$ cat config.mk
export PLATFORM = sky130hd
export DESIGN_NAME = hbusTop
export DESIGN_NICKNAME = d
export VERILOG_FILES = /design/src/hbusPkg.sv /design/src/axiLiteSlave.sv /design/src/hbusCsr.sv /design/src/hbusSequencer.sv /design/src/hbusTop.sv
export SDC_FILE = /design/constraint.sdc
export NUM_CORES = 1
export LEC_CHECK = 0
export ABC_AREA = 1
export CAP_MARGIN = 10
export CORE_ASPECT_RATIO = 1.1
export CORE_MARGIN = 3
export CORE_UTILIZATION = 55
export CTS_BUF_LIST = sky130_fd_sc_hd__clkbuf_2 sky130_fd_sc_hd__clkbuf_4 sky130_fd_sc_hd__clkbuf_8
export DETAILED_ROUTE_END_ITERATION = 16
export DONT_BUFFER_PORTS = 1
export GPL_TIMING_DRIVEN = 1
export PLACE_DENSITY = 0.71
export SLEW_MARGIN = 20
export SYNTH_ARGS = -nofsm -noshare
export SYNTH_HDL_FRONTEND = slang
export SYNTH_SLANG_ARGS = --single-unit
$ cat constraint.sdc
create_clock -name iSCLK -period 2.65 [get_ports iSCLK]
set_clock_uncertainty 0.15 [all_clocks]
set_input_delay 0.265 -clock iSCLK [delete_from_list [all_inputs] [get_ports iSCLK]]
set_output_delay 0.265 -clock iSCLK [all_outputs]
set_load 0.01 [all_outputs]
$ cat src/hbusPkg.sv
/*
 * Shared definitions for the HyperBus RAM control block.
 * Register word offsets, the command/address word layout and the
 * sequencer state encoding. Modules take it by wildcard import.
 */
`default_nettype none

package hbusPkg;

	// Register word offsets --------------------
	localparam logic [7:0] cCsrRamRst  = 8'h00;
	localparam logic [7:0] cCsrSeqCtrl = 8'h01;
	localparam logic [7:0] cCsrWData   = 8'h02;
	localparam logic [7:0] cCsrCaLow   = 8'h03;
	localparam logic [7:0] cCsrCaHigh  = 8'h04;
	localparam logic [7:0] cCsrLatency = 8'h05;
	localparam logic [7:0] cCsrCapData = 8'h41;

	// Command/address bytes per transaction
	localparam int cCaBytes = 6;

	// Field view of the 48-bit CA word, MSB first
	typedef struct packed {
		logic        rw;
		logic        addrSpace;
		logic        burstLinear;
		logic [28:0] rowColHigh;
		logic [12:0] reserved;
		logic [2:0]  colLow;
	} hbusCaFields;

	typedef union packed {
		logic [47:0] raw;
		hbusCaFields fields;
	} hbusCaWord;

	typedef enum logic [2:0] {idle, cmdAdrs, latency, data, finish} hbusSeqState;

endpackage

`default_nettype wire

$ cat src/axiLiteSlave.sv
/*
 * AXI4-Lite slave front end. Turns channel handshakes into one-cycle
 * register write and read strobes for the CSR block, decodes the block
 * select and returns zero for foreign or unknown accesses.
 */
`timescale 1ns/1ps
`default_nettype none

module axiLiteSlave #(
	parameter int         pAxiAdrsWidth = 16,
	parameter logic [7:0] pBlockBase    = 8'h01,
	parameter int         pCsrAdrsWidth = 8
)(
	input  wire                       iSCLK,
	input  wire                       iSRST,
	// Write address / data / response
	input  wire  [pAxiAdrsWidth-1:0]  sAxiAwAddr,
	input  wire                       sAxiAwValid,
	output logic                      sAxiAwReady,
	input  wire  [31:0]               sAxiWData,
	input  wire  [3:0]                sAxiWStrb,
	input  wire                       sAxiWValid,
	output logic                      sAxiWReady,
	output logic [1:0]                sAxiBResp,
	output logic                      sAxiBValid,
	input  wire                       sAxiBReady,
	// Read address / data
	input  wire  [pAxiAdrsWidth-1:0]  sAxiArAddr,
	input  wire                       sAxiArValid,
	output logic                      sAxiArReady,
	output logic [31:0]               sAxiRData,
	output logic [1:0]                sAxiRResp,
	output logic                      sAxiRValid,
	input  wire                       sAxiRReady,
	// Register strobe side
	output logic                      regWe,
	output logic                      regRe,
	output logic [pCsrAdrsWidth-1:0]  regAdrs,
	output logic [31:0]               regWData,
	input  wire  [31:0]               regRData
);

	logic awHit;
	logic arHit;
	logic wrStart;
	logic rdStage;
	logic rdHit;

	// Block select sits in the top byte of the address
	assign awHit   = (sAxiAwAddr[pAxiAdrsWidth-1 -: 8] == pBlockBase);
	assign arHit   = (sAxiArAddr[pAxiAdrsWidth-1 -: 8] == pBlockBase);
	assign wrStart = sAxiAwValid && sAxiWValid && !sAxiAwReady && !sAxiBValid;

	// Write channel --------------------
	always_ff @(posedge iSCLK)
	begin
		if (iSRST)
		begin
			sAxiAwReady <= 1'b0;
			sAxiWReady  <= 1'b0;
			sAxiBValid  <= 1'b0;
			regWe       <= 1'b0;
		end
		else
		begin
			regWe <= 1'b0;
			if (wrStart)
			begin
				sAxiAwReady <= 1'b1;
				sAxiWReady  <= 1'b1;
			end
			else if (sAxiAwReady)
			begin
				sAxiAwReady <= 1'b0;
				sAxiWReady  <= 1'b0;
				if (sAxiAwValid && sAxiWValid)
				begin
					sAxiBValid <= 1'b1;
					// Partial strobes complete but write nothing
					regWe <= awHit && (&sAxiWStrb);
				end
			end
			if (sAxiBValid && sAxiBReady)
				sAxiBValid <= 1'b0;
		end
	end

	// Read channel --------------------
	// ArReady also drops while a write is being accepted, so the
	// shared offset never carries two strobes at once
	always_ff @(posedge iSCLK)
	begin
		if (iSRST)
		begin
			sAxiArReady <= 1'b0;
			sAxiRValid  <= 1'b0;
			regRe       <= 1'b0;
			rdStage     <= 1'b0;
		end
		else
		begin
			regRe   <= 1'b0;
			rdStage <= 1'b0;
			if (sAxiArReady && sAxiArValid)
			begin
				sAxiArReady <= 1'b0;
				regRe       <= arHit;
				rdStage     <= 1'b1;
			end
			else if (wrStart)
				sAxiArReady <= 1'b0;
			else if (!sAxiArReady && !rdStage && !sAxiRValid && !sAxiAwReady)
				sAxiArReady <= 1'b1;
			if (rdStage)
				sAxiRValid <= 1'b1;
			if (sAxiRValid && sAxiRReady)
				sAxiRValid <= 1'b0;
		end
	end

	// Offset and payload capture, low address byte is the word offset
	always_ff @(posedge iSCLK)
	begin
		if (sAxiAwReady && sAxiAwValid && sAxiWValid)
		begin
			regAdrs  <= sAxiAwAddr[pCsrAdrsWidth-1:0];
			regWData <= sAxiWData;
		end
		else if (sAxiArReady && sAxiArValid)
		begin
			regAdrs <= sAxiArAddr[pCsrAdrsWidth-1:0];
			rdHit   <= arHit;
		end
	end

	assign sAxiRData = rdHit ? regRData : 32'd0;
	assign sAxiBResp = 2'b00;
	assign sAxiRResp = 2'b00;

endmodule

`default_nettype wire

$ cat src/hbusCsr.sv
/*
 * Control/status registers of the RAM sequencer.
 * Decodes register write strobes, clears the enable on sequence done,
 * captures read-back data and serves registered reads.
 */
`timescale 1ns/1ps
`default_nettype none

module hbusCsr import hbusPkg::*; #(
	parameter int pCsrAdrsWidth = 8
)(
	input  wire                       iSCLK,
	input  wire                       iSRST,
	// Register strobe side
	input  wire                       regWe,
	input  wire                       regRe,
	input  wire  [pCsrAdrsWidth-1:0]  regAdrs,
	input  wire  [31:0]               regWData,
	output logic [31:0]               regRData,
	// Sequencer side
	output logic                      ramRst,
	output logic                      seqEn,
	output hbusCaWord                 caWord,
	output logic [15:0]               wData,
	output logic [3:0]                latencyCnt,
	input  wire                       seqDone,
	input  wire  [15:0]               capData
);

	// Mirror of software's direction bit, direction itself comes from caWord
	logic        seqRwFlag;
	logic [15:0] capWord;

	// Register writes --------------------
	always_ff @(posedge iSCLK)
	begin
		if (iSRST)
		begin
			ramRst     <= 1'b1;
			seqEn      <= 1'b0;
			seqRwFlag  <= 1'b0;
			wData      <= 16'd0;
			caWord.raw <= 48'd0;
			latencyCnt <= 4'd0;
			capWord    <= 16'd0;
		end
		else
		begin
			if (regWe)
			begin
				case (regAdrs)
					pCsrAdrsWidth'(cCsrRamRst):  ramRst <= regWData[0];
					pCsrAdrsWidth'(cCsrSeqCtrl):
					begin
						seqEn     <= regWData[0];
						seqRwFlag <= regWData[4];
					end
					pCsrAdrsWidth'(cCsrWData):   wData <= regWData[15:0];
					pCsrAdrsWidth'(cCsrCaLow):   caWord.raw[31:0] <= regWData;
					pCsrAdrsWidth'(cCsrCaHigh):  caWord.raw[47:32] <= regWData[15:0];
					pCsrAdrsWidth'(cCsrLatency): latencyCnt <= regWData[3:0];
					default: ;
				endcase
			end
			// Done wins over a software write in the same cycle
			if (seqDone)
			begin
				seqEn   <= 1'b0;
				capWord <= capData;
			end
		end
	end

	// Register reads --------------------
	always_ff @(posedge iSCLK)
	begin
		if (regRe)
		begin
			case (regAdrs)
				pCsrAdrsWidth'(cCsrRamRst):  regRData <= {31'd0, ramRst};
				pCsrAdrsWidth'(cCsrSeqCtrl): regRData <= {27'd0, seqRwFlag, 3'd0, seqEn};
				pCsrAdrsWidth'(cCsrWData):   regRData <= {16'd0, wData};
				pCsrAdrsWidth'(cCsrCaLow):   regRData <= caWord.raw[31:0];
				pCsrAdrsWidth'(cCsrCaHigh):  regRData <= {16'd0, caWord.raw[47:32]};
				pCsrAdrsWidth'(cCsrLatency): regRData <= {28'd0, latencyCnt};
				pCsrAdrsWidth'(cCsrCapData): regRData <= {16'd0, capWord};
				// Unknown offsets read as zero
				default:                     regRData <= 32'd0;
			endcase
		end
	end

endmodule

`default_nettype wire

$ cat src/hbusSequencer.sv
/*
 * Bus sequencer for one RAM access. Shifts the six CA bytes out,
 * waits the programmed latency, then writes or reads one 16-bit word.
 * Started by seqEn, finished with a one-cycle seqDone pulse.
 */
`timescale 1ns/1ps
`default_nettype none

module hbusSequencer import hbusPkg::*; (
	input  wire          iSCLK,
	input  wire          iSRST,
	// From the register block
	input  wire          seqEn,
	input  hbusCaWord    caWord,
	input  wire  [15:0]  wData,
	input  wire  [3:0]   latencyCnt,
	output logic         seqDone,
	output logic [15:0]  capData,
	// Bus pins
	output logic         hbCsN,
	output logic         hbClkEn,
	output logic [7:0]   hbDqOut,
	output logic         hbDqOe,
	input  wire  [7:0]   hbDqIn
);

	localparam int cShiftWidth = cCaBytes * 8;
	localparam int cCntWidth   = $clog2(cCaBytes + 1);

	hbusSeqState           state;
	logic [cCntWidth-1:0]  byteCnt;
	logic [3:0]            latCnt;
	logic                  isRead;
	logic [cShiftWidth-1:0] caShift;
	logic [15:0]           wordReg;
	logic                  start;
	logic                  caDone;
	logic                  enterData;

	assign start     = (state == idle) && seqEn;
	assign caDone    = (state == cmdAdrs) && (byteCnt == cCntWidth'(cCaBytes));
	// Data phase follows the last CA byte or the last latency cycle
	assign enterData = (caDone && latCnt == 4'd0) || ((state == latency) && latCnt == 4'd1);

	// Control FSM --------------------
	always_ff @(posedge iSCLK)
	begin
		if (iSRST)
		begin
			state   <= idle;
			byteCnt <= '0;
			latCnt  <= 4'd0;
			isRead  <= 1'b0;
			hbCsN   <= 1'b1;
			hbClkEn <= 1'b0;
			hbDqOe  <= 1'b0;
			seqDone <= 1'b0;
		end
		else
		begin
			case (state)
				idle:
				begin
					if (seqEn)
					begin
						// Chip select leads the first CA byte by one cycle
						state   <= cmdAdrs;
						hbCsN   <= 1'b0;
						byteCnt <= '0;
						latCnt  <= latencyCnt;
						isRead  <= caWord.fields.rw;
					end
				end
				cmdAdrs:
				begin
					if (!caDone)
					begin
						byteCnt <= byteCnt + 1'b1;
						hbClkEn <= 1'b1;
					end
					else if (latCnt != 4'd0)
					begin
						state   <= latency;
						hbClkEn <= 1'b0;
					end
				end
				latency:
					latCnt <= latCnt - 1'b1;
				data:
				begin
					if (byteCnt == '0)
						byteCnt <= cCntWidth'(1);
					else
					begin
						state   <= finish;
						hbCsN   <= 1'b1;
						hbClkEn <= 1'b0;
						hbDqOe  <= 1'b0;
						seqDone <= 1'b1;
					end
				end
				finish:
				begin
					seqDone <= 1'b0;
					state   <= idle;
				end
				default:
					state <= idle;
			endcase
			if (enterData)
			begin
				state   <= data;
				hbClkEn <= 1'b1;
				hbDqOe  <= !isRead;
				byteCnt <= '0;
			end
		end
	end

	// Byte datapath --------------------
	always_ff @(posedge iSCLK)
	begin
		if (start)
		begin
			caShift <= caWord.raw;
			wordReg <= wData;
		end
		else if ((state == cmdAdrs) && !caDone)
		begin
			hbDqOut <= caShift[cShiftWidth-1 -: 8];
			caShift <= caShift << 8;
		end
		// High byte first on the data phase
		if (enterData)
			hbDqOut <= wordReg[15:8];
		if (state == data)
		begin
			hbDqOut <= wordReg[7:0];
			if (isRead)
				capData <= {capData[7:0], hbDqIn};
		end
	end

endmodule

`default_nettype wire

$ cat src/hbusTop.sv
/*
 * Top level of the HyperBus RAM control block.
 * AXI4-Lite slave, register block and bus sequencer wired together.
 */
`timescale 1ns/1ps
`default_nettype none

module hbusTop import hbusPkg::*; #(
	parameter int         pAxiAdrsWidth = 16,
	parameter logic [7:0] pBlockBase    = 8'h01,
	parameter int         pCsrAdrsWidth = 8
)(
	input  wire                       iSCLK,
	input  wire                       iSRST,
	// AXI4-Lite slave
	input  wire  [pAxiAdrsWidth-1:0]  sAxiAwAddr,
	input  wire                       sAxiAwValid,
	output logic                      sAxiAwReady,
	input  wire  [31:0]               sAxiWData,
	input  wire  [3:0]                sAxiWStrb,
	input  wire                       sAxiWValid,
	output logic                      sAxiWReady,
	output logic [1:0]                sAxiBResp,
	output logic                      sAxiBValid,
	input  wire                       sAxiBReady,
	input  wire  [pAxiAdrsWidth-1:0]  sAxiArAddr,
	input  wire                       sAxiArValid,
	output logic                      sAxiArReady,
	output logic [31:0]               sAxiRData,
	output logic [1:0]                sAxiRResp,
	output logic                      sAxiRValid,
	input  wire                       sAxiRReady,
	// RAM bus
	output logic                      hbCsN,
	output logic                      hbClkEn,
	output logic [7:0]                hbDqOut,
	output logic                      hbDqOe,
	input  wire  [7:0]                hbDqIn,
	output logic                      ramRst
);

	// Register strobes
	logic                      regWe;
	logic                      regRe;
	logic [pCsrAdrsWidth-1:0]  regAdrs;
	logic [31:0]               regWData;
	logic [31:0]               regRData;

	// Register block to sequencer
	logic       seqEn;
	hbusCaWord  caWord;
	logic [15:0] wData;
	logic [3:0] latencyCnt;
	logic       seqDone;
	logic [15:0] capData;

	axiLiteSlave #(
		.pAxiAdrsWidth (pAxiAdrsWidth),
		.pBlockBase    (pBlockBase),
		.pCsrAdrsWidth (pCsrAdrsWidth)
	) axiSlave (
		.iSCLK, .iSRST,
		.sAxiAwAddr, .sAxiAwValid, .sAxiAwReady,
		.sAxiWData, .sAxiWStrb, .sAxiWValid, .sAxiWReady,
		.sAxiBResp, .sAxiBValid, .sAxiBReady,
		.sAxiArAddr, .sAxiArValid, .sAxiArReady,
		.sAxiRData, .sAxiRResp, .sAxiRValid, .sAxiRReady,
		.regWe, .regRe, .regAdrs, .regWData, .regRData
	);

	hbusCsr #(
		.pCsrAdrsWidth (pCsrAdrsWidth)
	) csr (
		.iSCLK, .iSRST,
		.regWe, .regRe, .regAdrs, .regWData, .regRData,
		.ramRst, .seqEn, .caWord, .wData, .latencyCnt,
		.seqDone, .capData
	);

	hbusSequencer seq (
		.iSCLK, .iSRST,
		.seqEn, .caWord, .wData, .latencyCnt,
		.seqDone, .capData,
		.hbCsN, .hbClkEn, .hbDqOut, .hbDqOe, .hbDqIn
	);

endmodule

`default_nettype wire

==> results of run 1 <==
## worst max path at each step
| stage | start | end | slack, ns | cells past startpoint |
|---|---|---|---|---|
| 6_report | seq.latCnt[0] | seq.hbDqOut[6] | 0.40 | 7 |
| 5_1_grt | seq.latCnt[0] | seq.hbDqOut[6] | 0.16 | 7 |
| 4_1_cts | seq.latCnt[0] | seq.hbDqOut[7] | 0.39 | 7 |
| 3_5_place_dp | seq.latCnt[0] | seq.hbDqOut[6] | 0.41 | 7 |
| 3_3_place_gp | seq.latCnt[0] | seq.hbDqOut[6] | 0.50 | 7 |
| 2_1_floorplan | seq.state[1] | seq.capData[0] | 0.35 | 6 |
## logic make-up (layout without fill, tap and decap cells)
| family | count (synthesis) | in the layout | share of synthesized area |
|---|---|---|---|
| buffers and inverters | 168 | 282 | 0.06327 |
| AND/OR/NAND/NOR | 586 | 586 | 0.2247 |
| XOR/XNOR | 1 | 1 | 0.0007982 |
| adder cells (fa/ha/maj) | 6 | 6 | 0.006841 |
| flip-flops | 271 | 271 | 0.6412 |
| other | 1 | 4 | 0.0003417 |
| AO/OA/AOI/OAI | 136 | 136 | 0.06282 |
## sequential cells by signal (all words and copies together) (netlist names), 3 cells and up
| name | count |
|---|---|
| csr.regRData | 32 |
| seq.state | 3 |
| seq.caShift | 48 |
| seq.latCnt | 4 |
| csr.capWord | 16 |
| seq.wordReg | 16 |
| seq.byteCnt | 3 |
| axiSlave.regAdrs | 8 |
| seq.capData | 16 |
| seq.hbDqOut | 8 |
| csr.latencyCnt | 4 |
| axiSlave.regWData | 32 |
| csr.caWord | 48 |
| csr.wData | 16 |
## per-layer routing
metal	track usage	up-vias	part of all wire	wire length (um)
met5	0	-	0	0
met4	0.08353	0	0.030	790
met3	0.04883	62	0.075	1940
met2	0.3864	324	0.47	12320
met1	0.3194	3729	0.42	10970
li1	-	3985	-	-
## power breakdown
| part | internal, uW | switching, uW |
|---|---|---|
| registers | 4450 | 14.6 |
| logic | 101 | 108 |
| clock network | 2150 | 1550 |
| total | 6700 | 1670 |
## area by class of cell
class / count / area [um2]
Clock buffer: 73 / 873.3
Clock inverter: 3 / 41.29
Fill cell: 1533 / 6513
Inverter: 115 / 432.9
Multi-Input combinational cell: 733 / 3269
Sequential cell: 271 / 7037
Tap cell: 247 / 309.0
Timing Repair Buffer: 91 / 888.4
## what timing repair did
action | 4_1_cts | 5_1_grt
hold endpoints to repair | 66 | 0
hold buffers | 72 | 0
gates resized for setup | 0 | 0
## stage by stage
step | util | hold slack (ns) | cell area [um2] | cells
after floorplan | - | 0.1928 | 10990 | 1172
after global placement | 0.5792 | 0.1880 | 11220 | 1385
after detailed placement | 0.5792 | 0.1906 | 11220 | 1385
after CTS | 0.6637 | 0.007112 | 12850 | 1533
after global routing | 0.6637 | 0.05058 | 12850 | 1533
final | 0.6637 | 0.02715 | 12850 | 1533
## cell usage in the layout (no fill, tap or decap), types with 4 or more instances in the layout
master         count
clkinv_1           5
dlygate4sd3_1     72
clkbuf_8          52
o21ai_0           67
dfxtp_1          110
buf_4             17
inv_1            103
nand4_1           12
o21ai_1           46
conb_1             4
nor2_1           223
nand2_2            5
edfxtp_1         161
a21oi_1           19
clkbuf_4          21
inv_2              7
nand3b_1           9
nand2_1          248
ha_1               6
nand3_1           67
==> results.toml, run 1 <==
[synthesis]
netlist_top_cells_count = "nand2_1 (249), nor2_1 (224), edfxtp_1 (161)"
netlist_area_um2 = 10970
synth_seq_cells = 271
yosysSeqAreaShare = 0.6412
async_reset_ff_frac = 0
synthCells = 1169
synth_top_area_cell = "edfxtp_1"
synth_edf_count = 161
yosys_warnings = 0
avgSynthCellArea_um2 = 9.388
synth_area_leaders = "edfxtp_1 (44%), dfxtp_1 (20%), nand2_1 (8.5%)"
yosysUniqueCellTypes = 37
yosysMostFrequentCell = "nand2_1"
synth_flop_cell = "edfxtp_1"
synth_top_area_frac = 0.4405

[sta]
fmax_mhz = 445.0
slew_violations = 0
setup_slack_ns = 0.4026
period_needed_ns = 2.247
final.setup.tns_ns = 0
hold_viol = 0
setup_viol = 0
tightestPinTransition_ns = 0.6788
slew-limit-headroom = 0.5460
final.period_utilization = 0.8481
rsz0062_at_grt = "false"

[placement]
gp_congestion = 0.8910
pre_cts_slack_ns = 0.4076
portBuffers = 0
dp_hpwl_um = 17040

[clocking]
htreeDepth = 2
cts_buffer_depth = 3
cts_made_buffers = 41
postCtsSetupRepairBufs = 0
root_buffer = "clkbuf_8"
path_clk_slew_ns = 0.06
clk_latency_ns = 0.55
cts_tree = "yes"
numClockSinks = 271

[worst_setup_path]
rr_startpoint = "seq.latCnt[0]"
reg2reg_to = "seq.hbDqOut[6]"
r2r_slack_ns = 0.40
slowest_stage = "nor3b_1"
path_cells = "inv_1 -> ha_1 -> nor3b_1 -> nand2_2 -> nand2_2 -> nor2_1 -> nand2_1"
reg2reg_depth = 7
start_kind = "register"
worst-path-buf-inv = 1
end_kind = "register"
critPathTopFamily = "simple AND/OR/NAND/NOR gates"
worst-setup-path-type = "register to register"
critPathMaxStageDelay_ns = 0.35
required_ns = 2.70
crit_top_cell = "nand2_2"
cp.arrival_ns = 2.30
crit_path_max_fanout = 12

[routing]
initialDrtViolationCount = 685
routedWlPerCell_um = 16.98
dr.pass1.iters = 5
ant_nets = 0
wl_um = 26020
vias = 8100
drc_errors = 0
vias_per_cell = 5.284

[layout]
nets = 1342
antenna_cells = 0
area_growth_pct = 17.10
post_route_cells_drive_above_1_share = 0.09487

[grt]
grt-ovfl-total = 0
grt_pass1_wl_um = 40890
grt_max_degree = 59
grt_pass1_vias = 7831
grtUsageTotal = 0.2377
antenna_found_initial = 0

[power_and_ir_drop]
leakage_uw = 0.005200
max-vdd-ir-drop_mv = 0.6176
p_per_area_nw_per_um2 = 651.5
power_uw = 8372

[min_path]
hp-start = "iSRST"
hold_path.class = "input port to register"
min_delay_path_depth = 2
min_to = "seq.hbCsN"

[die]
core_area_um2 = 19360
die_area_um2 = 21690
io_pins = 136
row_count = 53
dieHeight_um = 154.2
die_w_um = 140.7
initial_core_util = 0.5667

[flow_run]
maxCapViolations = 0

[status]
status = "complete, no violations"
Note: power is estimated with default switching activity, not from simulation.
==> inputs of run 2 (changes only) <==
==> constraint.sdc (replaced) <==
create_clock -name iSCLK -period 1.85 [get_ports iSCLK]
set_clock_uncertainty 0.15 [all_clocks]
set_input_delay 0.185 -clock iSCLK [delete_from_list [all_inputs] [get_ports iSCLK]]
set_output_delay 0.185 -clock iSCLK [all_outputs]
set_load 0.01 [all_outputs]
==> run 2 against run 1 <==
The flow now finishes with violations (negative setup slack). Count of clock-buffer cells in the layout decreased by 10. Flip-flop and latch count unchanged. Non-clock buffer count up 50. Worst hold slack gained 0.088 ns. Sequential power grew 43%. Combinational power is 57% higher. Routed wire length is 7.4% higher. Highest routed layer unchanged. Setup slack got worse by 0.41 ns. Power increased by 41%. Core utilization is 3.6 points higher. Critical path type unchanged.
==> results.toml, run 2 (same netlist as run 1, synthesis figures left out) <==
[status]
status = "complete, but fails checks"
violations = "negative setup slack"

[power_and_ir_drop]
leakage_uw = 0.005552
p_per_area_nw_per_um2 = 872.2
switching_share = 0.2081
max-vdd-ir-drop_mv = 0.8379
p_switching_uw = 2459
p_clk_frac = 0.431
sequentialPowerShare = 0.541
power_uw = 11820
p_int_uw = 9358
pwr-share-comb = 0.028

[layout]
area_growth_pct = 23.45
final_common_cell = "nand2_1"
final_cell_count_no_fill = 1585
reg_top3 = "csr.caWord x48, seq.caShift x48"
nets = 1394
antenna_cells = 0
num-fill-cells = 1434
post_route_cells_drive_above_1_share = 0.1353
fin_util = 0.6997
seqCellArea_um2 = 7039
multi_input_area_um2 = 3366
final_cell_mix = "nand2_1 (245), nor2_1 (217), edfxtp_1 (161)"

[worst_setup_path]
cp.arrival_ns = 2.18
end_kind = "register"
crit_top_cell = "nor2_1"
crit_path_start = "axiSlave.regAdrs[5]"
slowest_stage = "edfxtp_1"
worst-setup-path-type = "register to register"
critPathTopFamily = "simple AND/OR/NAND/NOR gates"
worst-path-buf-inv = 2
critPathMaxStageDelay_ns = 0.40
required_ns = 2.17
crit_path_max_fanout = 13
rr_startpoint = "axiSlave.regAdrs[5]"
path_cells = "nor2_4 -> nand3_4 -> nor3_4 -> nand2_4 -> inv_6 -> clkbuf_16 -> nor2_1 -> nor2_1"
r2r_slack_ns = -0.006
start_kind = "register"

[clocking]
path_clk_slew_ns = 0.06
clk_latency_ns = 0.55
numClockSinks = 271
cts_buffer_depth = 3
root_buffer = "clkbuf_8"
htreeDepth = 2
cts_tree = "yes"
cts_made_buffers = 42

[grt]
grt_max_degree = 93
grt-ovfl-total = 0
grt_pass1_wl_um = 41660
antenna_found_initial = 0
grt_pass1_vias = 8206
grtUsageTotal = 0.2442

[sta]
hold-worst-slack_ns = 0.1149
final.setup.tns_ns = -0.01038
slew-limit-headroom = 0.5241
final.period_utilization = 1.003
setup_viol = 3
tightestPinTransition_ns = 0.7116
hold_viol = 0
fmax_mhz = 538.8
period_needed_ns = 1.856
setup_slack_ns = -0.006128
slew_violations = 0
rsz0062_at_grt = "true"

[routing]
vias_per_cell = 5.356
dr.pass1.iters = 5
wl_um = 27940
ant_nets = 0
vias = 8489
routedWlPerCell_um = 17.63
drc_errors = 0
initialDrtViolationCount = 766

[min_path]
hp-start = "sAxiWData[15]"
hold_path.class = "input port to register"

[placement]
gp_congestion = 0.9008
dp_hpwl_um = 17750
portBuffers = 0
dp.cells = 1416

[die]
row_count = 53
dieHeight_um = 154.2
io_pins = 136
die_area_um2 = 21690
initial_core_util = 0.5667
die_w_um = 140.7
core_area_um2 = 19360

[flow_run]
maxCapViolations = 0
[run 2: cell types whose count changed in the layout (fill, tap and decap cells not counted), sizes merged, moves of 5 or more]
cell / delta
dlygate4sd3: +7
clkbuf: -5
buf: +38
clkinv: +8
[run 2: worst reg2reg max path, cell delays in order, from the launching register on]
cell and delay [ns]:
edfxtp_1 0.40, nor2_4 0.16, nand3_4 0.15, nor3_4 0.29, nand2_4 0.17, inv_6 0.15, clkbuf_16 0.18, nor2_1 0.06
nor2_1 0.09
[run 2: cell type report]
cell class / instances / area share
Clock buffer: 63 / 0.05707
Tap cell: 247 / 0.02281
Sequential cell: 271 / 0.5196
Clock inverter: 14 / 0.007111
Timing Repair Buffer: 141 / 0.1117
Multi-Input combinational cell: 734 / 0.2484
Inverter: 115 / 0.03334
[run 2: per-stage QoR]
step | instance area, um2 | setup WS (ns)
2_1_floorplan | 11010 | 0.03021
3_3_place_gp | 11570 | 0.07531
3_5_place_dp | 11570 | 0.04863
4_1_cts | 13220 | 0.02451
5_1_grt | 13550 | -0.07935
6_report | 13550 | -0.006128
[run 2: timing repair]
action / CTS / global route
setup buffers: 0 / 6
hold buffers: 78 / 5
gates resized for setup: 0 / 34
endpoints found under the setup margin: 0 / 121
hold endpoints to repair: 163 / 3
[run 2: path summary, 6_finish.rpt]
path                                         endpoint  depth (start not counted)
worst max-delay path                   csr.caWord[28]                          8
worst min-delay path            axiSlave.regWData[15]                          1
worst max register to register         csr.caWord[28]                          8
worst min register to register         seq.capData[9]                          0
[run 2: power groups by stage]
stage | Clock [uW] | Sequential, uW | Combinational [uW]
6_report | 5100 | 6390 | 329
5_1_grt | 5440 | 6390 | 358
4_1_cts | 5140 | 6390 | 305
3_5_place_dp | 0 | 6520 | 175
3_3_place_gp | 0 | 6520 | 171
2_1_floorplan | 0 | 6510 | 140
[run 2: metal layers]
layer	up-vias	share of wire	GRT usage
li1	4090	-	-
met2	382	0.49	0.3994
met3	79	0.075	0.04697
met1	3938	0.40	0.3202
met4	0	0.034	0.1034
met5	-	0	0
==> inputs of run 3 (changes only) <==
--- a/config.mk
+++ b/config.mk
@@ -7,14 +7,16 @@
 export LEC_CHECK = 0
 export ABC_AREA = 1
 export CAP_MARGIN = 10
+export CELL_PAD_IN_SITES_DETAIL_PLACEMENT = 1
+export CELL_PAD_IN_SITES_GLOBAL_PLACEMENT = 1
 export CORE_ASPECT_RATIO = 1.1
 export CORE_MARGIN = 3
-export CORE_UTILIZATION = 55
+export CORE_UTILIZATION = 46
 export CTS_BUF_LIST = sky130_fd_sc_hd__clkbuf_2 sky130_fd_sc_hd__clkbuf_4 sky130_fd_sc_hd__clkbuf_8
 export DETAILED_ROUTE_END_ITERATION = 16
 export DONT_BUFFER_PORTS = 1
 export GPL_TIMING_DRIVEN = 1
-export PLACE_DENSITY = 0.71
+export PLACE_DENSITY = 0.76
 export SLEW_MARGIN = 20
 export SYNTH_ARGS = -nofsm -noshare
 export SYNTH_HDL_FRONTEND = slang
==> run 3 against run 2 <==
Routed wire length rose by 18%. Die area rose by 19%. Fmax fell by 2.7%. Highest routed layer unchanged. Flip-flop and latch count did not move. Combinational power rose by 5%. Count of clock-buffer cells in the layout rose by 6. Via count rose by 2.5%. Setup slack got worse by 0.052 ns. Register-to-register slack got worse by 0.05 ns. The run still ends with negative setup slack left. First-iteration DRC count fell by 16%.
==> results.toml, run 3 (same netlist as run 1, synthesis figures left out) <==
[sta]
setup_viol = 18
period_needed_ns = 1.908
tightestPinTransition_ns = 0.8158
final.period_utilization = 1.032
fmax_mhz = 524.0
hold_viol = 0
setup_slack_ns = -0.05831
rsz0062_at_grt = "true"
hold-worst-slack_ns = 0.02311
final.setup.tns_ns = -0.5831
slew-limit-headroom = 0.4561
slew_violations = 0

[clocking]
clk_latency_ns = 0.57
cts_buffer_depth = 3
htreeDepth = 2
numClockSinks = 271
path_clk_slew_ns = 0.07
cts_tree = "yes"
cts_made_buffers = 43
root_buffer = "clkbuf_8"

[power_and_ir_drop]
power_uw = 12090
pwr-share-comb = 0.029
sequentialPowerShare = 0.529
leakage_uw = 0.005566
max-vdd-ir-drop_mv = 0.5426
p_int_uw = 9543
switching_share = 0.2105
p_clk_frac = 0.443
p_switching_uw = 2544
p_per_area_nw_per_um2 = 878.4

[layout]
num-fill-cells = 2562
final_cell_mix = "nand2_1 (246), nor2_1 (217), edfxtp_1 (161)"
nets = 1389
final_common_cell = "nand2_1"
reg_top3 = "csr.caWord x48, seq.caShift x48"
post_route_cells_drive_above_1_share = 0.1461
area_growth_pct = 25.39

[die]
initial_core_util = 0.4741
io_pins = 136
die_w_um = 153.3
dieHeight_um = 168.0
die_area_um2 = 25750
row_count = 58
core_area_um2 = 23150

[flow_run]
maxCapViolations = 0

[status]
status = "complete, but fails checks"
violations = "negative setup slack"

[routing]
routedWlPerCell_um = 20.12
vias_per_cell = 5.317
wl_um = 32940
vias = 8704
ant_nets = 0
dr.pass1.iters = 5
drc_errors = 0
initialDrtViolationCount = 640

[worst_setup_path]
cp.arrival_ns = 2.16
required_ns = 2.10
worst-setup-path-type = "register to register"
start_kind = "register"
crit_path_max_fanout = 16
end_kind = "register"
reg2reg_depth = 6

[min_path]
hold_path.class = "input port to register"
min_delay_path_depth = 3

[grt]
grtUsageTotal = 0.2463
grt_pass1_wl_um = 50030
antenna_found_initial = 1
grt_max_degree = 82
grt-ovfl-total = 0
grt_pass1_vias = 9085

[placement]
portBuffers = 0
dp_hpwl_um = 21140
gp_congestion = 0.8733
-- run 3: cell count changes in the layout (fill, tap and decap cells not counted), moves of 4 or more --
cell / delta
nand2_2: -5
buf_4: -6
buf_12: +8
o21ai_1: -4
o21ai_0: -4
o21ai_2: +6
-- run 3: layout make-up --
cell class	count	area [um2]	share of cell area
inverters	115	461.7	0.03355
repair buffers	134	1486	0.1080
clock buffers	69	837.1	0.06083
multi-input cells	734	3466	0.2519
repair inverters	1	8.758	0.0006365
flip-flops and latches	271	7043	0.5118
diodes	2	5.005	0.0003637
well taps	300	375.4	0.02728
clock inverters	11	77.57	0.005637
-- run 3: stage by stage --
step	area [um2]	std cells	setup slack (ns)	util
after floorplan	11010	1172	0.03021	-
after global placement	11710	1467	0.005590	0.5058
after detailed placement	11710	1467	-0.03221	0.5058
after CTS	13410	1623	0.01024	0.5791
after global routing	13760	1637	-0.09694	0.5944
final	13760	1637	-0.05831	0.5944
-- run 3: final timing paths --
kind	from	endpoint	slack, ns
hold / removal	sAxiWValid	axiSlave.regWData[8]	0.02
hold reg to reg	seq.capData[1]	seq.capData[9]	0.29
setup reg to reg	axiSlave.regAdrs[3]	csr.regRData[30]	-0.06
setup / recovery	axiSlave.regAdrs[3]	csr.regRData[30]	-0.06
-- run 3: metal layers --
| layer | track usage | up-vias | part of all wire |
|---|---|---|---|
| li1 | - | 4095 | - |
| met1 | 0.3080 | 4266 | 0.41 |
| met3 | 0.04139 | 69 | 0.051 |
| met4 | 0.09725 | 0 | 0.031 |
| met5 | 0 | - | 0 |
| met2 | 0.4279 | 274 | 0.51 |
-- run 3: critical path: stages (launching register included) --
cell	delay, ns
edfxtp_1	0.44
nor2_2	0.21
inv_2	0.11
nor2_2	0.27
nand2_1	0.20
buf_4	0.25
nor2_1	0.12
-- run 3: power by group through the flow --
stage          sequential, uW  combinational, uW  clock, uW
6_report                 6390                346       5350
5_1_grt                  6390                377       5740
4_1_cts                  6390                319       5440
3_5_place_dp             6520                188          0
3_3_place_gp             6520                183          0
2_1_floorplan            6510                140          0
-- run 3: timing repair --
action                                  in CTS  in global routing
setup buffers                                0                  8
gates cloned                                 0                  5
endpoints found under the setup margin      20                131
gates resized for setup                      5                 65
hold endpoints to repair                    79                  1
pin swaps                                    0                 13
hold buffers                                76                  2
